===== config.mk =====
export PLATFORM = sky130hd
export DESIGN_NAME = ps2_idle_timer
export DESIGN_NICKNAME = d
export VERILOG_FILES = /design/src/soc_pkg.sv /design/src/ps2_idle_timer.sv
export SDC_FILE = /design/constraint.sdc
export NUM_CORES = 1
export LEC_CHECK = 0
export BUFFER_PORTS_ARGS = -buffer_cell sky130_fd_sc_hd__buf_4
export CORE_MARGIN = 3
export CORE_UTILIZATION = 45
export CTS_CLUSTER_DIAMETER = 60
export CTS_CLUSTER_SIZE = 8
export DETAILED_ROUTE_END_ITERATION = 6
export PLACE_DENSITY_LB_ADDON = 0.1
export SLEW_MARGIN = 20
export SYNTH_ARGS = -nofsm -noshare
export SYNTH_HDL_FRONTEND = slang
export SYNTH_SLANG_ARGS = --single-unit

===== constraint.sdc =====
create_clock -name clk_i -period 3.2 [get_ports clk_i]
set_input_delay 0.16 -clock clk_i [delete_from_list [all_inputs] [get_ports clk_i]]
set_output_delay 0.16 -clock clk_i [all_outputs]
set_load 0.005 [all_outputs]

===== src/soc_pkg.sv =====
package soc_pkg;

	localparam int ADDR_W          = 15;	// byte address bits 15:1.
	localparam int DATA_W          = 16;
	localparam int STRB_W          = 2;
	localparam int MEM_WORDS       = 8192;
	localparam int MEM_ADDR_W      = 13;
	localparam int KBD_DEPTH       = 4;
	localparam int PS2_IDLE_CYCLES = 2000;	// stalled frame limit.

	localparam logic [15:0] PROG_BASE = 16'h0000;	// 0000-3fff.
	localparam logic [15:0] KBD_BASE  = 16'hB000;	// b000-bfff, registers repeat.
	localparam logic [15:0] VID_BASE  = 16'hC000;	// c000-ffff.

	localparam logic [1:0] PROG_TAG = PROG_BASE[15:14];
	localparam logic [3:0] KBD_TAG  = KBD_BASE[15:12];
	localparam logic [1:0] VID_TAG  = VID_BASE[15:14];

	typedef enum logic [1:0] {REG_PROG, REG_KBD, REG_VID, REG_NONE} region_e;

	typedef enum logic [1:0] {BUS_IDLE, BUS_ACCESS, BUS_READ_WAIT} bus_state_e;

	typedef struct packed {
		logic              psel;
		logic              penable;
		logic              pwrite;
		logic [ADDR_W-1:0] paddr;
		logic [DATA_W-1:0] pwdata;
		logic [STRB_W-1:0] pstrb;
	} apb_req_t;

	typedef struct packed {
		logic [DATA_W-1:0] prdata;
		logic              pready;
	} apb_rsp_t;

	typedef struct packed {
		logic                  en;
		logic                  we;
		logic [MEM_ADDR_W-1:0] addr;
		logic [DATA_W-1:0]     wdata;
		logic [STRB_W-1:0]     strb;
	} ram_req_t;

	typedef struct packed {
		logic rd;
		logic sel;	// address bit 1, status or data.
	} kbd_req_t;

endpackage


===== src/ps2_idle_timer.sv =====
module ps2_idle_timer (
	input  logic clk_i,
	input  logic rst_n_i,
	input  logic fall_i,
	input  logic busy_i,
	output logic stall_o
);
	import soc_pkg::*;

	logic [$clog2(PS2_IDLE_CYCLES+1)-1:0] cnt;

	always_ff @(posedge clk_i) begin
		if (!rst_n_i) begin
			cnt     <= '0;
			stall_o <= 1'b0;
		end else begin
			stall_o <= 1'b0;
			if (fall_i || !busy_i) begin
				cnt <= '0;
			end else if (int'(cnt) != PS2_IDLE_CYCLES) begin
				cnt     <= cnt + 1'b1;
				stall_o <= (int'(cnt) == PS2_IDLE_CYCLES - 1);	// once at the limit.
			end
		end
	end

endmodule


==> impl_summary.log <==
INFO  metric clock-skew-final = 0.00573 ns
INFO  metric clock_sinks = 12
INFO  metric ant_nets = 0
INFO  metric antenna_found_initial = 0
INFO  metric flops_latches_synth = 12
INFO  metric fp.dieH = ~42 um
INFO  metric cts_root_buffer = sky130_fd_sc_hd__clkbuf_4
INFO  metric crit_path_max_fanout = 6
INFO  metric synth.top_cells.by_area = sky130_fd_sc_hd__dfxtp_1 (41%), sky130_fd_sc_hd__or4_1 (6.4%), sky130_fd_sc_hd__o31ai_1 (5.1%), sky130_fd_sc_hd__nand2_1 (4.5%), sky130_fd_sc_hd__a21oi_1 (4.3%)
INFO  metric critical-path-slowest-cell = sky130_fd_sc_hd__or4_1
INFO  metric post_cts.resized_instances = 0
INFO  metric final_hold_fails = 0
INFO  metric initial_utilization = 0.505
INFO  metric clockBufferDepth = 2
INFO  metric instances_no_fill = 84
INFO  metric hpwl_detailed = 756 um
INFO  metric grtUsageTotal = 0.125
INFO  metric die_area = 1770 um2
INFO  metric seq_area_frac_synth = 0.411
INFO  metric setup_slack = ~1.7 ns
INFO  metric pin_count = 5
INFO  metric combined_area_of_the_multi_input_logic_cells = approximately 330 um2
INFO  metric crit_path_end_kind = register
INFO  metric initialDrtViolationCount = 2
INFO  metric fin_crit = roughly 1.5 ns
INFO  metric post-place-ws = 1.72 ns
INFO  metric syn-num-nets = 70
INFO  metric regToRegEndpoint = cnt[8]$_SDFFE_PP0P_
INFO  metric grt_pass1_wl = about 1.7 mm
INFO  metric finalCritPeriodShare = 0.461
INFO  metric critical_path.reg2reg.startpoint = cnt[1]$_SDFFE_PP0P_
INFO  metric numCtsBuffers = 3
INFO  metric setup_violations = 0
INFO  metric netlist.top_cell.by_area = sky130_fd_sc_hd__dfxtp_1
INFO  metric clock_insertion_delay_worst_skew = ~0.27 ns
INFO  metric timing.hold.worst.class = input pin to register
INFO  metric max-cap-violations = 0
INFO  metric power.total = 0.000248 W
INFO  metric port_buffers = 4
INFO  metric hold_start = fall_i
INFO  metric timing.slew.headroom = 0.683
INFO  metric ff2ff_setup_slack = 1.72 ns
INFO  metric final_max_slew_viol_count = 0
INFO  metric setup-tns-final = 0 ns
INFO  metric synthesis.yosys.warnings = 0
INFO  metric vias_per_cell = 5.77
INFO  metric worst_setup_path_start_kind = register
INFO  metric firstDrtPassIters = 2
INFO  metric maximum_resistive_drop_on_vdd = 0.000180 V
INFO  metric cts_htree_levels = 1
INFO  metric detail_route.wl_per_cell = 11.8 um
INFO  metric critical_path_required = roughly 3.4 ns
INFO  metric syn-cell-area = 584 um2
INFO  metric wire_length_after_detailed_routing = just under 1 mm
INFO  metric areaGrowthSynthToFinish = 11.3%
INFO  metric antenna-diode-count = 0
INFO  metric fin_nets = 78
INFO  metric cts_hold_buf = 0
INFO  metric synth.avg_cell_area = 9.13 um2
INFO  metric coreArea = 1160 um2
INFO  metric layout.filler_cells = 94
INFO  metric endpoint_with_the_worst_hold_slack = cnt[7]$_SDFFE_PP0P_
INFO  metric worstPathBufferInverterCount = 0
INFO  metric die_w = ~42 um
INFO  metric power-per-cell-area = 382 nW/um2
INFO  metric synth.distinct_cells = 23
INFO  metric outcome = finished, final reports clean
INFO  metric grt_setup_unrepaired = no
INFO  metric synth_top_area_share = 0.411
INFO  metric timing_worst_setup_path_type = register to register
INFO  metric drcViolationCount = 0
INFO  metric rr_worst_depth = 4
INFO  metric drive_above_1_share = 0.129
INFO  metric gp_congestion = 0.771
INFO  metric worst_path_largest_cell_delay = ~0.52 ns
INFO  metric global_route.overflow_total = 0
INFO  metric timing.critical_path.cells = ha_1 -> nand2_1 -> or4_1 -> a21oi_1
INFO  metric leakagePower = 0.194 nW
INFO  metric syn_inst = 64
INFO  metric seqCellArea = 240 um2
INFO  metric grt_pass1_vias = 389
INFO  metric std_cell_rows = 12
INFO  metric clkSlewWorstSetupHoldPaths = 0.07 ns
INFO  metric hold_depth = 3
INFO  metric critical_path.top_delay_family = simple AND/OR/NAND/NOR gates
INFO  metric route.vias.total = 485
INFO  metric max_freq = 677 MHz
INFO  metric timing_worst_slew_pin_value = 0.472 ns
INFO  metric worst-endpoint-arrival = approximately 1.7 ns
INFO  metric cts_tree = done
INFO  metric maximum_number_of_pins_on_one_net_before_global_route_repair = 11
INFO  metric placed_cells = 81
INFO  metric post_cts.repair.setup_buffers = 0
[synth_stat cells, drive strengths merged]
cell type  number
a21oi           5
and3b           1
clkbuf          1
dfxtp          12
ha              2
inv             3
mux2i           2
nand2           7
nand3           4
nand3b          3
nand4           1
nand4b          1
nand4bb         1
nor2            3
nor3            2
o21a            2
o21ai           2
o31ai           4
or3             1
or4             5
xor2            2
[final cells by class]
class / instances / area share
clock buffer: 3 / 0.0346
inverter: 3 / 0.0173
multi-input combinational: 48 / 0.506
sequential: 12 / 0.369
tap: 14 / 0.0269
timing repair buffer: 4 / 0.0462
[flip-flops by register name, summed over array words and instances (netlist names)]
| register | flops |
|---|---|
| cnt | 11 |
| stall_o | 1 |
[cells by family after synthesis]
logic type	synth area share
and+or+nand+nor	0.319
AOI/OAI and AO/OA	0.137
DFF	0.411
buffers and inverters	0.0257
xor gates and xnor gates	0.0300
muxes	0.0343
adders and majority gates	0.0428
[worst max-delay path by stage]
stage / startpoint / endpoint / slack, ns / cells past startpoint
3_3_place_gp: cnt[1]$_SDFFE_PP0P_ / cnt[10]$_SDFFE_PP0P_ / 1.77 / 4
3_5_place_dp: cnt[1]$_SDFFE_PP0P_ / cnt[8]$_SDFFE_PP0P_ / 1.72 / 4
6_report: cnt[1]$_SDFFE_PP0P_ / cnt[8]$_SDFFE_PP0P_ / 1.72 / 4
4_1_cts: cnt[1]$_SDFFE_PP0P_ / cnt[8]$_SDFFE_PP0P_ / 1.70 / 4
2_1_floorplan: cnt[0]$_SDFFE_PP0P_ / cnt[8]$_SDFFE_PP0P_ / 1.83 / 4
5_1_grt: cnt[1]$_SDFFE_PP0P_ / cnt[8]$_SDFFE_PP0P_ / 1.56 / 4
[where the power goes]
| part | switching, W | total [W] | internal (W) |
|---|---|---|---|
| Clock | 0.0000467 | 0.0000902 | 0.0000435 |
| Combinational | 0.00000366 | 0.00000756 | 0.00000390 |
| Sequential | 0.000000713 | 0.000151 | 0.000150 |
| Total | 0.0000511 | 0.000248 | 0.000197 |
[cells in the final DEF, fill, tap and decap left out]
master and instances:
sky130_fd_sc_hd__nand4bb_1 1, sky130_fd_sc_hd__o21ai_0 2, sky130_fd_sc_hd__o21a_1 2, sky130_fd_sc_hd__dfxtp_1 12
sky130_fd_sc_hd__nand2_1 7, sky130_fd_sc_hd__inv_1 3, sky130_fd_sc_hd__a21oi_1 5, sky130_fd_sc_hd__nor2_1 3
sky130_fd_sc_hd__nand3_4 1, sky130_fd_sc_hd__nor3_1 2, sky130_fd_sc_hd__nand3_2 1, sky130_fd_sc_hd__xor2_1 2
sky130_fd_sc_hd__clkbuf_4 3, sky130_fd_sc_hd__buf_4 4, sky130_fd_sc_hd__mux2i_1 2, sky130_fd_sc_hd__nand3b_1 3
sky130_fd_sc_hd__or4_1 5, sky130_fd_sc_hd__nand3_1 2, sky130_fd_sc_hd__and3b_1 1, sky130_fd_sc_hd__o31ai_1 4
sky130_fd_sc_hd__or3_1 1, sky130_fd_sc_hd__nand4_1 1, sky130_fd_sc_hd__nand4b_1 1, sky130_fd_sc_hd__ha_1 2
[worst min-delay path, stage by stage]
cell and delay [ns]:
sky130_fd_sc_hd__buf_4 0.08, sky130_fd_sc_hd__nand3b_1 0.28, sky130_fd_sc_hd__a21oi_1 0.06
[metal layers]
| metal | GRT usage | vias to the layer above | wire (um) |
|---|---|---|---|
| li1 | - | 255 | - |
| met1 | 0.163 | 221 | 513 |
| met2 | 0.179 | 7 | 433 |
| met3 | 0.0515 | 2 | 39 |
| met4 | 0.0559 | 0 | 8 |
| met5 | 0 | - | 0 |
[stage by stage]
step / area, um2 / hold slack (ns) / util
2_1_floorplan: 584 / 0.437 / -
3_3_place_gp: 628 / 0.469 / 0.543
3_5_place_dp: 628 / 0.480 / 0.543
4_1_cts: 651 / 0.343 / 0.563
5_1_grt: 651 / 0.358 / 0.563
6_report: 651 / 0.359 / 0.563
Power figures use the tool's default switching activity.
