`config.mk`:
```
export PLATFORM = sky130hd
export DESIGN_NAME = bus_ctrl
export DESIGN_NICKNAME = d
export VERILOG_FILES = /design/src/soc_pkg.sv /design/src/bus_ctrl.sv
export SDC_FILE = /design/constraint.sdc
export NUM_CORES = 1
export LEC_CHECK = 0
export BUFFER_PORTS_ARGS = -buffer_cell sky130_fd_sc_hd__clkbuf_2
export CORE_ASPECT_RATIO = 0.5
export CORE_MARGIN = 8
export CORE_UTILIZATION = 26
export DETAILED_ROUTE_END_ITERATION = 12
export HOLD_SLACK_MARGIN = 0.08
export PLACE_DENSITY = 0.88
export SKIP_CTS_REPAIR_TIMING = 1
export SLEW_MARGIN = 20
export SYNTH_ARGS = -nofsm -noshare
export SYNTH_HDL_FRONTEND = slang
export SYNTH_SLANG_ARGS = --single-unit
```
`constraint.sdc`:
```
create_clock -name clk_i -period 1.38 [get_ports clk_i]
set_input_delay 0.276 -clock clk_i [delete_from_list [all_inputs] [get_ports clk_i]]
set_output_delay 0.276 -clock clk_i [all_outputs]
set_load 0.03 [all_outputs]
```
`src/soc_pkg.sv`:
```
package soc_pkg;

	localparam int ADDR_W          = 15;	// byte address bits 15:1.
	localparam int DATA_W          = 16;
	localparam int STRB_W          = 2;
	localparam int MEM_WORDS       = 8192;
	localparam int MEM_ADDR_W      = 13;
	localparam int KBD_DEPTH       = 4;
	localparam int PS2_IDLE_CYCLES = 2000;	// stalled frame limit.

	localparam logic [15:0] PROG_BASE = 16'h0000;	// 0000-3fff.
	localparam logic [15:0] KBD_BASE  = 16'hB000;	// b000-bfff, registers repeat.
	localparam logic [15:0] VID_BASE  = 16'hC000;	// c000-ffff.

	localparam logic [1:0] PROG_TAG = PROG_BASE[15:14];
	localparam logic [3:0] KBD_TAG  = KBD_BASE[15:12];
	localparam logic [1:0] VID_TAG  = VID_BASE[15:14];

	typedef enum logic [1:0] {REG_PROG, REG_KBD, REG_VID, REG_NONE} region_e;

	typedef enum logic [1:0] {BUS_IDLE, BUS_ACCESS, BUS_READ_WAIT} bus_state_e;

	typedef struct packed {
		logic              psel;
		logic              penable;
		logic              pwrite;
		logic [ADDR_W-1:0] paddr;
		logic [DATA_W-1:0] pwdata;
		logic [STRB_W-1:0] pstrb;
	} apb_req_t;

	typedef struct packed {
		logic [DATA_W-1:0] prdata;
		logic              pready;
	} apb_rsp_t;

	typedef struct packed {
		logic                  en;
		logic                  we;
		logic [MEM_ADDR_W-1:0] addr;
		logic [DATA_W-1:0]     wdata;
		logic [STRB_W-1:0]     strb;
	} ram_req_t;

	typedef struct packed {
		logic rd;
		logic sel;	// address bit 1, status or data.
	} kbd_req_t;

endpackage

```
`src/bus_ctrl.sv`:
```
module bus_ctrl (
	input  logic                       clk_i,
	input  logic                       rst_n_i,
	input  soc_pkg::apb_req_t          apb_req_i,
	output soc_pkg::apb_rsp_t          apb_rsp_o,
	output soc_pkg::ram_req_t          prog_req_o,
	output soc_pkg::ram_req_t          vid_req_o,
	input  logic [soc_pkg::DATA_W-1:0] prog_rdata_i,
	input  logic [soc_pkg::DATA_W-1:0] vid_rdata_i,
	output soc_pkg::kbd_req_t          kbd_req_o,
	input  logic [soc_pkg::DATA_W-1:0] kbd_rdata_i
);
	import soc_pkg::*;

	bus_state_e        state_q;
	bus_state_e        state_d;
	region_e           region;
	logic              access;
	logic              first;	// first access cycle.
	logic              mem_hit;
	logic              pready;
	logic [DATA_W-1:0] prdata;
	ram_req_t          ram_req;

	always_comb begin
		if (apb_req_i.paddr[ADDR_W-1 -: 2] == PROG_TAG) begin
			region = REG_PROG;
		end else if (apb_req_i.paddr[ADDR_W-1 -: 4] == KBD_TAG) begin
			region = REG_KBD;
		end else if (apb_req_i.paddr[ADDR_W-1 -: 2] == VID_TAG) begin
			region = REG_VID;
		end else begin
			region = REG_NONE;
		end
	end

	assign access  = apb_req_i.psel && apb_req_i.penable;
	assign first   = (state_q == BUS_ACCESS) && access;
	assign mem_hit = (region == REG_PROG) || (region == REG_VID);

	always_comb begin
		state_d = state_q;
		pready  = 1'b0;
		case (state_q)
			BUS_IDLE: begin
				if (apb_req_i.psel && !apb_req_i.penable) begin
					state_d = BUS_ACCESS;	// setup cycle seen.
				end
			end
			BUS_ACCESS: begin
				if (!apb_req_i.psel) begin
					state_d = BUS_IDLE;
				end else if (access) begin
					if (mem_hit && !apb_req_i.pwrite) begin
						state_d = BUS_READ_WAIT;	// one wait state.
					end else begin
						pready  = 1'b1;
						state_d = BUS_IDLE;
					end
				end
			end
			BUS_READ_WAIT: begin
				pready  = 1'b1;
				state_d = BUS_IDLE;
			end
			default: state_d = BUS_IDLE;
		endcase
	end

	always_ff @(posedge clk_i) begin
		if (!rst_n_i) begin
			state_q <= BUS_IDLE;
		end else begin
			state_q <= state_d;
		end
	end

	assign ram_req = '{
		en:    first && mem_hit,
		we:    apb_req_i.pwrite,
		addr:  apb_req_i.paddr[MEM_ADDR_W-1:0],
		wdata: apb_req_i.pwdata,
		strb:  apb_req_i.pstrb
	};

	always_comb begin
		prog_req_o    = ram_req;
		prog_req_o.en = ram_req.en && (region == REG_PROG);
		vid_req_o     = ram_req;
		vid_req_o.en  = ram_req.en && (region == REG_VID);
	end

	assign kbd_req_o = '{
		rd:  first && (region == REG_KBD) && !apb_req_i.pwrite,
		sel: apb_req_i.paddr[0]
	};

	always_comb begin
		case (region)
			REG_PROG: prdata = prog_rdata_i;
			REG_VID:  prdata = vid_rdata_i;
			REG_KBD:  prdata = kbd_rdata_i;
			default:  prdata = '0;	// unmapped reads zero.
		endcase
	end

	assign apb_rsp_o = '{prdata: prdata, pready: pready};

endmodule

```
==> results of run 1 <==
[power by group]
group	switching [W]	internal (W)
Combinational	0.000375	0.000355
Sequential	0.00000147	0.0000609
Clock	0.0000462	0.000184
Total	0.000423	0.000600
[layout by cell type, fill, tap and decap left out]
master,instances
mux2i_1,1
buf_8,2
nor2_1,2
buf_2,8
nand2_1,3
buf_6,16
a31oi_1,1
clkbuf_2,60
ha_4,2
buf_12,2
nor2_2,7
ha_2,3
nor4bb_4,1
inv_1,2
clkbuf_8,3
o21a_1,2
a31oi_4,1
a21boi_1,1
buf_4,22
nor4b_4,1
dfxtp_1,2
inv_6,1
nor2_4,10
nor2b_1,1
ha_1,2
nand3_2,1
and2_4,1
a222oi_1,16
inv_12,1
and2_2,2
nor4_1,1
[kinds of logic (layout without fill, tap and decap cells)]
logic type      Yosys count  after routing
flops                     2              2
compound gates           21             21
simple gates             30             30
mux                       1              1
buf+inv                  78            117
fa+ha+maj                 7              7
[metal layers]
metal	track usage	up-vias
met5	0	-
met2	0.180	49
met4	0.0693	0
li1	-	500
met1	0.0806	484
met3	0.0240	19
[area by class of cell]
cell class              count  area, um2
well taps                  54       67.6
clock buffers               3       41.3
inverters                   4       32.5
fillers                   382       2360
repair buffers            110        756
multi-input cells          59        611
flip-flops and latches      2       40.0
[worst paths after layout]
kind / from / end / slack [ns] / cells past startpoint
worst max-delay path: apb_req_i[31] / apb_rsp_o[12] / -0.41 / 8
worst min-delay path: rst_n_i / state_q[1] / 0.28 / 2
worst min register to register: state_q[0] / state_q[0] / 0.59 / 3
worst max register to register: state_q[0] / state_q[1] / 0.10 / 5
[through the flow]
stage | util | cells
after floorplan | - | 139
after global placement | 0.337 | 223
after detailed placement | 0.337 | 223
after CTS | 0.347 | 226
after global routing | 0.396 | 232
final | 0.396 | 232
[worst reg2reg max path: cells and delay by family (launching register included)]
kind	cells	cell delay, ns
flip-flops	1	0.33
AO/OA/AOI/OAI	1	0.15
adder cells (fa/ha/maj)	1	0.25
AND/OR/NAND/NOR	1	0.34
buffers and inverters	2	0.17
==> run metrics, run 1 <==
Critical Path RT 1.10 ns; Overflow after GRT 0; Hold Slack 0.285 ns; Final Max Slew Viols 0; Crit. End Element output port; Area Overhead vs Synth 45.9%; die height 61.2 um; synthesized area per cell 7.63 um2; largest family of logic cells by synthesized area buffers and inverters; xor-xnor portion of the synthesized cell area 0; CP max FO 10; Pwr Density 661 mW/mm2; Primary FF master, synth dfxtp_1; Crit path max-delay family buffers and inverters; Final Routed Wirelength 3.72 mm; Setup WS post-layout -0.415 ns; placer congestion estimate 0.754; Max Root-Sink Buffers 2; static leakage 0.755 nW; gr usage total 0.0902; Worst-Skew Late Latency 0.21 ns; status complete, but fails checks; crit-path cells buf_8, inv_6, ha_4, buf_6, a222oi_1, buf_4, nor2_4, buf_2; fraction of layout cells with a size suffix above 1 0.809; HP Class input port to flop; Yosys warnings 0; vias in the first global route 1029; Async SR Flop Fraction 0; Cell Rows 16; met2 wire length 2.21 mm; CTS root buffer clkbuf_8; drt drc 0; DP Wirelength 2.91 mm; final setup skew 0.00429 ns; top-area cell type share of the netlist area 0.467; WL met3 268 um; port buffer count 82; RSZ-0062 raised after global routing true; most flop-heavy register state_q; Area after DPL 0.00131 mm2; routed vias/inst 4.53; routed len/inst 16.0 um; first-pass GRT wire length 4.82 mm; ant diodes 0; CP arrival 1.52 ns; total number of vias 1052; Net Count, Synth 232; ANT nets after route 0; maximum clock rate 557 MHz; Mapped Cells 139; Starting DRT DRC Count 142; Largest regs state_q: 2 flops; Post-synth EDFFs 0; Period minus WS final 1.79 ns; sequential share of the synthesized area 0.0377; Finish-stage setup viols 20; CTS HTree Levels 1; Worst path slowest cell a222oi_1; VDD IR-drop max 0.000390 V; final hold vios 0; Synth area leaders buf_4 (47%), a222oi_1 (15%), ha_1 (8.3%), nor2_1 (6.0%), buf_6 (4.2%); flops & latches, synth 2; CTS buffer count 3; Core Box Area 0.00390 mm2; max FFs per register 2; top layer in use met4; top-count cell post-synth buf_4; initial core utilization 0.272; Worst-Margin Slew 0.378 ns; pin count of the biggest net entering global routing 19; Final #Nets 273; Largest stage delay, worst path 0.31 ns; clock-pin slew on the worst setup and hold paths 0.03 ns; DRT Pass-1 Iters 7; post-place setup slack -0.513 ns; DIE AREA 0.00650 mm2; Bufs and invs on worst path 5; max cap viols 0; failing checks setup timing; antenna violations before repair 0; mapped cell area 0.00106 mm2; Post-synth top cells buf_4 (66), nor2_1 (17), a222oi_1 (16); Setup TNS -6.59 ns; area share of and/or/nand/nor cells after synthesis 0.134; CTS Sinks 2; worst setup path category input port to output port; I/O Pins 171; Compound-Gate Fraction of Synth Area 0.184; Metal-1 WL 1.14 mm; Worst slew margin 0.748; Synth cell types 21; CTS tree yes; mux share of post-synthesis cell area 0.00943; Die Wd 106 um; fin area 0.00155 mm2; area share of fa/ha/maj cells after synthesis 0.0825; total power 0.00102 W; startpoint class of the critical path input port; Yosys top cell by area buf_4; Tcrit/Tclk final 1.30
Power figures use the tool's default switching activity.
==> run 2, diff against run 1 <==
CORE_ASPECT_RATIO = not set   (was 0.5)
==> run metrics, run 2 (same netlist as run 1, synthesis figures left out) <==
Worst Hold Launch rst_n_i; Psw 0.000449 W; Reg area 40.0 um2; final hold vios 0; status complete, but fails checks; first-pass GRT wire length 5.50 mm; Core Box Area 0.00397 mm2; static leakage 0.814 nW; Fillers 392; CTS HTree Levels 1; pin count of the biggest net entering global routing 19; Setup WS post-layout -0.407 ns; Final Max Slew Viols 0; R2R Setup Slk 0.09 ns; ant diodes 0; FF-to-FF Start state_q[0]; clock-pin slew on the worst setup and hold paths 0.03 ns; Worst slew margin 0.750; placer congestion estimate 0.803; total power 0.00112 W; Reg power frac 0.057; DRT Pass-1 Iters 4; most common cell after layout, fill and taps aside clkbuf_2; final setup skew 0.000353 ns; HP Class input port to flop; Tcrit/Tclk final 1.29; CP max FO 6; routed len/inst 18.7 um; max cap viols 0; initial core utilization 0.267; Sw Share 0.403; Largest regs state_q: 2 flops; CTS root buffer clkbuf_8; Die Wd 79.9 um; Pwr Density 654 mW/mm2; Period minus WS final 1.79 ns; DP Wirelength 2.99 mm; RSZ-0062 raised after global routing true; vias in the first global route 1200; CTS buffer count 3; Multi-input gate area 638 um2; Worst-Skew Late Latency 0.21 ns; Max Root-Sink Buffers 2; gr usage total 0.103; Crit. End Element output port; DIE AREA 0.00638 mm2; Finish-stage setup viols 20; failing checks setup timing; Worst-Margin Slew 0.375 ns; Int Pwr 0.000666 W; routed vias/inst 4.90; Final Routed Wirelength 4.37 mm; CTS Sinks 2; Area Overhead vs Synth 60.7%; commonest cells after routing, fill and taps aside clkbuf_2 (60), buf_6 (24), buf_4 (24); worst setup path category input port to output port; Starting DRT DRC Count 95; Clk network pwr share 0.204; ANT nets after route 0; Cell Rows 23; Combinational Power Share 0.739; most flop-heavy register state_q; antenna violations before repair 0; startpoint class of the critical path input port; drt drc 0; Critical Path RT 1.10 ns; port buffer count 82; CTS tree yes; I/O Pins 171; Overflow after GRT 0; maximum clock rate 560 MHz; max FFs per register 2; die height 79.9 um; Final #Nets 279; total number of vias 1147; Crit. Startpoint apb_req_i[31]; CP arrival 1.51 ns; VDD IR-drop max 0.000489 V; fraction of layout cells with a size suffix above 1 0.821; Hold Slack 0.304 ns
[run 2: changes by cell type in the layout (fill, tap and decap cells not counted), moves of 2 or more]
cell,change
and2_2,-2
and2_4,+2
buf_2,-7
buf_4,+2
buf_6,+8
clkbuf_16,+2
[run 2: power by group through the flow]
stage          Clock [W]  Combinational [W]  Sequential (W)
3_3_place_gp           0           0.000621       0.0000627
5_1_grt         0.000238           0.000872       0.0000635
2_1_floorplan          0           0.000725       0.0000636
6_report        0.000228           0.000824       0.0000634
4_1_cts         0.000237           0.000636       0.0000621
3_5_place_dp           0           0.000635       0.0000628
[run 2: routing by layer]
layer | global-route usage | vias to the layer above | wire length [um]
met5 | 0 | - | 0
li1 | - | 514 | -
met4 | 0.0618 | 0 | 121
met2 | 0.189 | 88 | 2330
met1 | 0.0892 | 529 | 1380
met3 | 0.0484 | 16 | 528
[run 2: worst max-delay path, stage by stage]
cell	delay [ns]
buf_8	0.10
buf_4	0.13
ha_4	0.19
buf_6	0.14
a222oi_1	0.33
buf_4	0.18
nor2_4	0.04
buf_6	0.12
[run 2: worst paths after layout]
kind / end / cells past startpoint
max: apb_rsp_o[11] / 8
min: state_q[1] / 2
max reg2reg: state_q[1] / 5
min reg2reg: state_q[0] / 3
[run 2: layout make-up]
class,instances,area share
inverters,4,0.0191
multi-input cells,59,0.374
clock buffers,3,0.0242
repair buffers,116,0.522
flip-flops and latches,2,0.0235
well taps,50,0.0367
[run 2: per-stage QoR]
| step | TNS, ns | std cells | utilization | setup WS, ns | area [um2] |
|---|---|---|---|---|---|
| 2_1_floorplan | -1.66 | 139 | - | -0.128 | 1250 |
| 3_3_place_gp | -8.54 | 219 | 0.330 | -0.457 | 1310 |
| 3_5_place_dp | -9.32 | 219 | 0.330 | -0.510 | 1310 |
| 4_1_cts | -9.04 | 222 | 0.340 | -0.504 | 1350 |
| 5_1_grt | -7.43 | 234 | 0.429 | -0.446 | 1710 |
| 6_report | -6.38 | 234 | 0.429 | -0.407 | 1710 |
