--- config.mk ---
export PLATFORM = sky130hd
export DESIGN_NAME = kbd_queue
export DESIGN_NICKNAME = d
export VERILOG_FILES = /design/src/soc_pkg.sv /design/src/kbd_queue.sv
export SDC_FILE = /design/constraint.sdc
export NUM_CORES = 1
export LEC_CHECK = 0
export BUFFER_PORTS_ARGS = -buffer_cell sky130_fd_sc_hd__buf_2
export CAP_MARGIN = 20
export CORE_MARGIN = 3
export CORE_UTILIZATION = 45
export DETAILED_ROUTE_END_ITERATION = 12
export PLACE_DENSITY = 0.76
export SYNTH_ARGS = -nofsm -noshare
export SYNTH_HDL_FRONTEND = slang
export SYNTH_SLANG_ARGS = --single-unit
--- constraint.sdc ---
create_clock -name clk_i -period 5.5 [get_ports clk_i]
set_input_delay 1.65 -clock clk_i [delete_from_list [all_inputs] [get_ports clk_i]]
set_output_delay 1.65 -clock clk_i [all_outputs]
set_load 0.005 [all_outputs]
--- src/soc_pkg.sv ---
package soc_pkg;

	localparam int ADDR_W          = 15;	// byte address bits 15:1.
	localparam int DATA_W          = 16;
	localparam int STRB_W          = 2;
	localparam int MEM_WORDS       = 8192;
	localparam int MEM_ADDR_W      = 13;
	localparam int KBD_DEPTH       = 4;
	localparam int PS2_IDLE_CYCLES = 2000;	// stalled frame limit.

	localparam logic [15:0] PROG_BASE = 16'h0000;	// 0000-3fff.
	localparam logic [15:0] KBD_BASE  = 16'hB000;	// b000-bfff, registers repeat.
	localparam logic [15:0] VID_BASE  = 16'hC000;	// c000-ffff.

	localparam logic [1:0] PROG_TAG = PROG_BASE[15:14];
	localparam logic [3:0] KBD_TAG  = KBD_BASE[15:12];
	localparam logic [1:0] VID_TAG  = VID_BASE[15:14];

	typedef enum logic [1:0] {REG_PROG, REG_KBD, REG_VID, REG_NONE} region_e;

	typedef enum logic [1:0] {BUS_IDLE, BUS_ACCESS, BUS_READ_WAIT} bus_state_e;

	typedef struct packed {
		logic              psel;
		logic              penable;
		logic              pwrite;
		logic [ADDR_W-1:0] paddr;
		logic [DATA_W-1:0] pwdata;
		logic [STRB_W-1:0] pstrb;
	} apb_req_t;

	typedef struct packed {
		logic [DATA_W-1:0] prdata;
		logic              pready;
	} apb_rsp_t;

	typedef struct packed {
		logic                  en;
		logic                  we;
		logic [MEM_ADDR_W-1:0] addr;
		logic [DATA_W-1:0]     wdata;
		logic [STRB_W-1:0]     strb;
	} ram_req_t;

	typedef struct packed {
		logic rd;
		logic sel;	// address bit 1, status or data.
	} kbd_req_t;

endpackage

--- src/kbd_queue.sv ---
module kbd_queue (
	input  logic                       clk_i,
	input  logic                       rst_n_i,
	input  logic [7:0]                 byte_i,
	input  logic                       valid_i,
	input  soc_pkg::kbd_req_t          req_i,
	output logic [soc_pkg::DATA_W-1:0] rdata_o
);
	import soc_pkg::*;

	logic [7:0]                         fifo_mem [KBD_DEPTH];
	logic [$clog2(KBD_DEPTH)-1:0]       wr_ptr;
	logic [$clog2(KBD_DEPTH)-1:0]       rd_ptr;
	logic [$clog2(KBD_DEPTH+1)-1:0]     count;
	logic                               empty;
	logic                               full;
	logic                               push;
	logic                               pop;

	assign empty = (count == '0);
	assign full  = (int'(count) == KBD_DEPTH);
	assign pop   = req_i.rd && req_i.sel && !empty;
	assign push  = valid_i && (!full || pop);	// dropped when full.

	always_ff @(posedge clk_i) begin
		if (push) begin
			fifo_mem[wr_ptr] <= byte_i;
		end
	end

	always_ff @(posedge clk_i) begin
		if (!rst_n_i) begin
			wr_ptr <= '0;
			rd_ptr <= '0;
			count  <= '0;
		end else begin
			if (push) begin
				wr_ptr <= wr_ptr + 1'b1;
			end
			if (pop) begin
				rd_ptr <= rd_ptr + 1'b1;
			end
			case ({push, pop})
				2'b10:   count <= count + 1'b1;
				2'b01:   count <= count - 1'b1;
				default: count <= count;
			endcase
		end
	end

	always_comb begin
		rdata_o = '0;
		if (req_i.sel) begin
			if (!empty) begin
				rdata_o[7:0] = fifo_mem[rd_ptr];	// oldest byte.
			end
		end else begin
			rdata_o[1:0] = {full, !empty};
		end
	end

endmodule

==> results.txt, run 1 <==
- Status: completed
- For this run, the detailed router's first-pass iteration total came to 4.
* Placer's final routability congestion estimate: 0.758
- For this configuration, the core starts out at a cell density of 47.9%.
* Portion of the clock cycle consumed by the worst path in the final layout: 71.1%
- Skew final: 5.69 ps
* Classification of the worst setup path: in2out
* Kind of capture point of the worst setup path: primary output
* Maximum level of the CTS H-tree: 2
* Critical-path top delay cell: sky130_fd_sc_hd__buf_2
* Synthesized netlist cell count: 120
- The critical path goes through buf_2 > nor3_1 > a21oi_1 > nor2_1 > buf_2.
* HPWL after detailed placement: 2130 um
- In this design, the stage delay of the slowest critical-path cell is 220 ps.
* Max-slew headroom at the worst pin: 63.7%
* DIE WIDTH: 69.1 um
- In this run, post-CTS hold repair placed 0 buffers.
- Port buffering added 20 buffers.
- I/O pins: 29
- HP Class: reg2reg
* Number of synthesized flops with an enable pin: 32
- Pin count of the biggest net entering global routing: 15
* Number of buffers inserted by post-CTS setup repair: 0
- The routed design has 2950 um of wire.
* F_max: 256 MHz
- Per-instance average area after synthesis: 14.9 um2
- Reported leakage power: 0.000776 uW
* CORE AREA: 0.00374 mm2
- Layout cell share with drive strength beyond 1: 26.6%
- Number of global-route vias before repair: 977
* Total of cells resized after clock tree synthesis: 0
- Top Family by Delay on Critical Path: buffers and inverters
- Number of distinct library cells after synthesis: 30
- Synth area leaders: sky130_fd_sc_hd__edfxtp_1 54%, sky130_fd_sc_hd__dfxtp_1 10%, sky130_fd_sc_hd__mux4_2 10%
* Sequential fraction of design power: 47.4%
* RSZ-0062 raised after global routing: false
* Num Clock Sinks: 41
- The count of nets left with antenna violations once routing finished came out at 0.
* GRT Overall Usage: 13.3%
- The repair_antennas step left the layout with diodes totalling 0.
- The longest clock path from root to sink contains 2 buffers.
* Proportion of netlist area held by the largest area contributor: 53.6%
- Worst endpoint required time: 3850 ps
- For this run, the post-layout net count is 160.
- Across the run, the number of max-cap violations was 0.
- Cell taking the most area after synthesis: sky130_fd_sc_hd__edfxtp_1
- Most used cell, CP: sky130_fd_sc_hd__buf_2
- The worst setup path is launched from an input pin.
- Synth Cell Area: 0.00179 mm2
* Iteration-0 DRC count of the detailed router: 31
- Final core utilization: 54.3%
* Prevailing post-synth register cell: sky130_fd_sc_hd__edfxtp_1
- TritonCTS built the clock tree.
* Via density per instance: 5.19
* Final global-route overflow total: 0
* Net Sw Frac: 25.1%
- Design internal power: 622 uW
* Overall die height: 69.1 um
- VDD sags by at most 0.234 mV.
- The synthesized design contains 41 register bits.
- Detailed routing inserted a total of 992 vias.
- Final max-slew violation count: 0
- Summing all placed instances gives a cell area of 0.00190 mm2.
- The later pin in the worst-skew pair is clocked with a latency of 280 ps.
* Buf/Inv on CP: 2
- Most instantiated library cell after synthesis: sky130_fd_sc_hd__edfxtp_1
* Wire per inst: 15.4 um
* Antenna violations before repair: 0
- The share of total power dissipated in the clock network is 34.3%.
- Layout-stage area growth over the synthesis result: 13.4%
* Area of all placed cells without fillers: 0.00203 mm2
- After clock tree synthesis, the clock-pin slew on the worst setup and hold paths is 70 ps.
* NetSw: 208 uW
- Root Buffer Master: sky130_fd_sc_hd__clkbuf_8
* Floorplan die area: 0.00478 mm2
- Along the worst path, the maximum fanout reaches 14.
- Global-route wire length before repair: 5000 um
* Final setup viols: 0
* Power per cell area: 408 mW/mm2
- Combinational group share of total power: 18.2%
- Number of DRC violations after detailed routing: 0
* Arr. time, crit path: 2260 ps
* Num CTS Buffers: 5
* Fill cell count: 332
* FFs w/ async S/R, synth: 0%
- Aggregate negative setup slack: 0 ps
* Most common library cells after synthesis: 32 x sky130_fd_sc_hd__edfxtp_1, 10 x sky130_fd_sc_hd__nor2_1, 9 x sky130_fd_sc_hd__dfxtp_1
- During synthesis, Yosys emitted a total of 0 warnings.
- Sequential cell area fraction in the yosys report: 63.6%
- For the pin with the worst max-slew slack, the measured transition is 544 ps.
* Time the final worst path needs with I/O delays and setup: 3910 ps
* Standard-cell rows: 22
- The final hold violation count came to 0.
## placed cells by master (no fill, tap or decap)
cell	instances
sky130_fd_sc_hd__inv_6	1
sky130_fd_sc_hd__fa_1	1
sky130_fd_sc_hd__buf_2	20
sky130_fd_sc_hd__or3_1	1
sky130_fd_sc_hd__edfxtp_1	32
sky130_fd_sc_hd__conb_1	8
sky130_fd_sc_hd__nand3_1	1
sky130_fd_sc_hd__mux2i_1	1
sky130_fd_sc_hd__a32o_1	1
sky130_fd_sc_hd__nor2b_1	1
sky130_fd_sc_hd__mux4_2	8
sky130_fd_sc_hd__a31oi_2	1
sky130_fd_sc_hd__bufinv_16	2
sky130_fd_sc_hd__xnor2_1	4
sky130_fd_sc_hd__a221oi_2	1
sky130_fd_sc_hd__ha_1	4
sky130_fd_sc_hd__clkbuf_8	5
sky130_fd_sc_hd__nand2_1	3
sky130_fd_sc_hd__o211a_1	1
sky130_fd_sc_hd__xor2_1	1
sky130_fd_sc_hd__nor3_1	2
sky130_fd_sc_hd__o21a_1	1
sky130_fd_sc_hd__dfxtp_1	9
sky130_fd_sc_hd__inv_1	7
sky130_fd_sc_hd__a21oi_1	4
sky130_fd_sc_hd__nand4_1	2
sky130_fd_sc_hd__and3_1	6
sky130_fd_sc_hd__a211oi_1	1
sky130_fd_sc_hd__nor2_1	10
sky130_fd_sc_hd__and2_1	4
## tightest hold or removal path: stages (launching register included)
cell	delay, ps
sky130_fd_sc_hd__dfxtp_1	330
sky130_fd_sc_hd__xor2_1	70
sky130_fd_sc_hd__nor2_1	120
## metrics by stage
stage / setup WS, ps / cells / total power [uW] / hold slack (ps)
finish: 1590 / 191 / 830 / 561
detailed placement: 1610 / 183 / 554 / 532
global route: 1520 / 191 / 873 / 614
floorplan: 1760 / 127 / 513 / 485
CTS: 1590 / 191 / 837 / 560
global placement: 1630 / 183 / 546 / 511
## routing by layer
layer	GRT usage, %	vias to the layer above	routed length (um)
li1	-	466	-
met1	17.4	493	1330
met2	21.6	31	1460
met3	4.23	2	133
met4	3.47	0	23
met5	0	-	0
## path summary, 6_finish.rpt
kind	to	cells past startpoint	startpoint	slack [ps]
setup / recovery	rdata_o[1]	5	req_i[0]	1590
hold / removal	rd_ptr[1]	2	rd_ptr[1]	560
setup reg to reg	count[2]	8	count[0]	3410
hold reg to reg	rd_ptr[1]	2	rd_ptr[1]	560
## cells by family after synthesis
kind of cell	share of synthesized area (%)
AOI/OAI and AO/OA	4.61
adders and majority gates	3.91
DFF	63.6
and+or+nand+nor	8.44
xor gates and xnor gates	2.44
muxes	10.6
buffers and inverters	6.14
other	0.209
## power groups by stage
stage | logic [uW] | registers (uW) | clock network, uW
after floorplan | 129 | 383 | 0
after global routing | 170 | 399 | 304
final | 151 | 394 | 285
after global placement | 148 | 397 | 0
after detailed placement | 152 | 401 | 0
after CTS | 154 | 394 | 289
## registers in the layout, summed over array words and instances (netlist names), named ones only
signal and count:
fifo_mem 32, count 3, rd_ptr 2, wr_ptr 2
## cell type report
| type | count | area (um2) | area share (%) |
|---|---|---|---|
| Clock inverter | 3 | 68.8 | 3.38 |
| Multi-Input combinational cell | 67 | 568 | 27.9 |
| Clock buffer | 5 | 68.8 | 3.38 |
| Sequential cell | 41 | 1140 | 56.1 |
| Inverter | 7 | 26.3 | 1.29 |
| Tap cell | 48 | 60.1 | 2.95 |
| Timing Repair Buffer | 20 | 100 | 4.92 |
(Power assumes the default switching activity.)
==> run 2: changes to the inputs <==
Settings changed: ABC_AREA from default to 1, PLACE_DENSITY 0.76 to 0.78.
Clock period 5.5 ns to 3.25 ns, I/O delays scaled along.
==> run 2 against run 1 <==
Net effect:
- non-clock buffer count rose by 3
- die area rose by 1.0%
- worst hold slack got worse by 96 ps
- sequential share of layout area fell by 0.34 points
- global-route usage rose by 0.40 points
- largest cell class unchanged
- highest routed layer unchanged
==> results.txt, run 2 <==
- The non-filler instance count after layout was 242 (was 191).
- Floorplan die area: 0.00483 mm2 (was 0.00478 mm2)
- Proportion of netlist area held by the largest area contributor: 53.0% (was 53.6%)
* Count of vias placed by the detailed router: 1218 (was 992)
* Arr. time, crit path: 1660 ps (was 2260 ps)
* Antenna violations before repair: 0 (unchanged)
* RSZ-0062 raised after global routing: false (unchanged)
- The element type at the critical path start is an input pin (unchanged).
* Area of all placed cells without fillers: 0.00205 mm2 (was 0.00203 mm2)
* Number of DRC violations after detailed routing: 0 (unchanged)
- Num Clock Sinks: 41 (unchanged)
- The kind of path behind the tightest hold check is reg2reg (unchanged).
- Root Buffer Master: sky130_fd_sc_hd__clkbuf_8 (unchanged)
* Final global-route overflow total: 0 (unchanged)
- Share of synthesized cell area in full adder, half adder and majority cells: 3.86% (was 3.91%)
- The kind of critical path is in2out (unchanged).
- The largest register by flop count is fifo_mem (unchanged).
* Final count of hold timing violations: 0 (unchanged)
* Placed Cells: 234 (was 183)
* Iteration-0 DRC count of the detailed router: 84 (was 31)
* Number of global-route vias before repair: 1122 (was 977)
* Overall die height: 69.5 um (was 69.1 um)
- Num CTS Buffers: 5 (unchanged)
- The setup TNS is 0 ps (unchanged).
- The count of buffers inserted at the top-level ports came to 20 (unchanged).
* Area share of xor/xnor cells in the synthesized design: 0% (was 2.44%)
- CTS tree: done (unchanged)
- Total of cells resized after clock tree synthesis: 0 (unchanged)
- Via density per instance: 5.03 (was 5.19)
- Clock latency of the later-clocked register in the worst-skew pair: 290 ps (was 280 ps)
- The leakage power was 0.000809 uW (was 0.000776 uW).
- The gate count after technology mapping is 168 (was 120).
- Power per cell area: 559 mW/mm2 (was 408 mW/mm2)
- The worst slew margin relative to its limit is 48.8% (was 63.7%).
- HPWL after detailed placement: 2260 um (was 2130 um)
* Slew @ Worst Pin: 765 ps (was 544 ps)
- Number of distinct library cells after synthesis: 24 (was 30)
- The share of cells above drive strength 1 was 20.6% (was 26.6%).
* CORE AREA: 0.00377 mm2 (was 0.00374 mm2)
- Regs by FF count: fifo_mem: 32 flops, count: 3 flops (unchanged)
- The most repeated cell in the gate-level netlist after synthesis was sky130_fd_sc_hd__nor2_1 (was sky130_fd_sc_hd__edfxtp_1).
- The largest area contributor in the synthesized netlist is sky130_fd_sc_hd__edfxtp_1 (unchanged).
* Status: completed (unchanged)
- Standard-cell rows: 22 (unchanged)
- Placer's final routability congestion estimate: 0.742 (was 0.758)
- The maximum net fanout on the critical path is 6 (was 14).
* Highest-count cells in the layout ignoring fill and taps: 35 x sky130_fd_sc_hd__nor2_1, 32 x sky130_fd_sc_hd__edfxtp_1, 20 x sky130_fd_sc_hd__buf_2 (was 32 x sky130_fd_sc_hd__edfxtp_1, 20 x sky130_fd_sc_hd__buf_2, 10 x sky130_fd_sc_hd__nor2_1)
* Ys Warns: 0 (unchanged)
- Time the final worst path needs with I/O delays and setup: 2640 ps
- The placed cell area was 0.00194 mm2 (was 0.00190 mm2).
* Skew final: 4.49 ps (was 5.69 ps)
* Portion of the clock cycle consumed by the worst path in the final layout: 81.2%
- Number of buffers inserted by post-CTS setup repair: 0 (unchanged)
* IR drop worst, VDD: 0.302 mV (was 0.234 mV)
- Prevailing post-synth register cell: sky130_fd_sc_hd__edfxtp_1 (unchanged)
- Final max-slew violation count: 0 (unchanged)
- Worst path setup slack after routing: 610 ps (was 1590 ps)
- Per-instance average area after synthesis: 10.8 um2 (was 14.9 um2)
* Setup WS pre-CTS: 629 ps (was 1610 ps)
- The most frequent standard cell in the layout excluding fill and tap cells is sky130_fd_sc_hd__nor2_1 (was sky130_fd_sc_hd__edfxtp_1).
* DIE WIDTH: 69.5 um (was 69.1 um)
- The global-route wire length before repair was 5160 um (was 5000 um).
- The share of synthesized area spent on multiplexers is 0% (was 10.6%).
* Largest family of logic cells by synthesized area: simple AND/OR/NAND/NOR gates (was multiplexers)
- The largest buffer count on any clock path was 2 (unchanged).
- Number of buffers inserted by hold repair at cts: 0 (unchanged)
- The element type at the critical path end was a primary output (unchanged).
* Most common library cells after synthesis: 35 x sky130_fd_sc_hd__nor2_1, 32 x sky130_fd_sc_hd__edfxtp_1, 19 x sky130_fd_sc_hd__o21ai_0 (was 32 x sky130_fd_sc_hd__edfxtp_1, 10 x sky130_fd_sc_hd__nor2_1, 9 x sky130_fd_sc_hd__dfxtp_1)
* Final nets: 211 (was 160)
* Synthesized flop and latch total: 41 (unchanged)
- The fraction of the mapped netlist area in compound gates was 12.4% (was 4.61%).
* Synth area leaders: sky130_fd_sc_hd__edfxtp_1 53%, sky130_fd_sc_hd__dfxtp_1 9.9%, sky130_fd_sc_hd__nor2_1 7.2% (was sky130_fd_sc_hd__edfxtp_1 54%, sky130_fd_sc_hd__dfxtp_1 10%, sky130_fd_sc_hd__mux4_2 10%)
* Sequential cell area fraction in the yosys report: 62.9% (was 63.6%)
* Initial cell density of the core: 48.1% (was 47.9%)
- The simple-gate portion of the synthesized area came to 12.7% (was 8.44%).
- The count of endpoints failing setup in the final report came to 0 (unchanged).
- Wire per inst: 13.3 um (was 15.4 um)
- The post-synthesis instance area came to 0.00181 mm2 (was 0.00179 mm2).
- The number of optimization iterations in the first detailed-route pass came to 4 (unchanged).
- The number of flops mapped to enable cells by yosys came to 32 (unchanged).
* Number of diodes added for antenna fixing: 0 (unchanged)
- The required time at the endpoint of the critical path is 2270 ps (was 3850 ps).
* I/O pins: 29 (unchanged)
* Number of max-cap violations: 0 (unchanged)
- Pin count of the biggest net entering global routing: 17 (was 15)
* Maximum level of the CTS H-tree: 2 (unchanged)
- The share of flip-flops with an asynchronous set or reset is 0% (unchanged).
- Layout-stage area growth over the synthesis result: 12.8% (was 13.4%)
* Detailed-route wire length: 3210 um (was 2950 um)
- The aggregate global-route resource usage is 13.7% (was 13.3%).
- The number of flip-flops under the largest register name came to 32 (unchanged).
- The antenna violation net count after detailed routing is 0 (unchanged).
- Final core utilization: 54.2% (was 54.3%)
- The clock-pin slew reported for the worst setup and hold paths after clock tree synthesis was 70 ps (about the same).
- F_max: 379 MHz
[run 2: changes by cell type after synthesis, moves of 5 or more]
| cell | change |
|---|---|
| sky130_fd_sc_hd__mux4_2 | -8 |
| sky130_fd_sc_hd__a21oi_1 | +9 |
| sky130_fd_sc_hd__nand3_1 | +5 |
| sky130_fd_sc_hd__nor2_1 | +25 |
| sky130_fd_sc_hd__o21ai_0 | +19 |
| sky130_fd_sc_hd__inv_1 | +5 |
| sky130_fd_sc_hd__and3_1 | -6 |
[run 2: per-layer routing]
layer	wire [um]	global-route usage (%)	up-vias	part of all wire [%]
li1	-	-	606	-
met4	95	8.03	0	3.0
met3	140	2.90	10	4.4
met5	0	0	-	0
met2	1580	22.6	36	49
met1	1400	16.6	566	44
[run 2: area by class of cell]
| cell class | instances | area, um2 |
|---|---|---|
| Sequential cell | 41 | 1140 |
| Fill cell | 317 | 1730 |
| Clock inverter | 2 | 33.8 |
| Multi-Input combinational cell | 106 | 556 |
| Inverter | 16 | 60.1 |
| Timing Repair Buffer | 23 | 123 |
| Clock buffer | 6 | 72.6 |
| Tap cell | 48 | 60.1 |
[run 2: logic make-up after synthesis]
group,after synthesis
AOI/OAI and AO/OA,39
DFF,41
buffers and inverters,28
adders and majority gates,5
and+or+nand+nor,54
other,1
[run 2: worst paths after layout]
check                     to  depth (start not counted)  slack (ps)       from
setup / recovery  rdata_o[6]                          4         610   req_i[0]
hold reg to reg    flip-flop                          2         460  rd_ptr[1]
setup reg to reg    count[2]                          8        1580   count[2]
hold / removal     flip-flop                          2         460  rd_ptr[1]
[run 2: power by group]
group	switching [uW]	total, uW	internal (uW)
sequential	15.1	612	597
combinational	94.7	147	52.5
clock	159	385	226
[run 2: stage by stage]
step,hold WS (ps),total power (uW)
global placement,451,766
detailed placement,455,772
global route,497,1190
CTS,466,1150
floorplan,436,727
finish,465,1140
[run 2: worst max-delay path: stages]
cell                      delay (ps)
sky130_fd_sc_hd__buf_2           130
sky130_fd_sc_hd__nand2_1         200
sky130_fd_sc_hd__a21oi_1         220
sky130_fd_sc_hd__buf_2           140
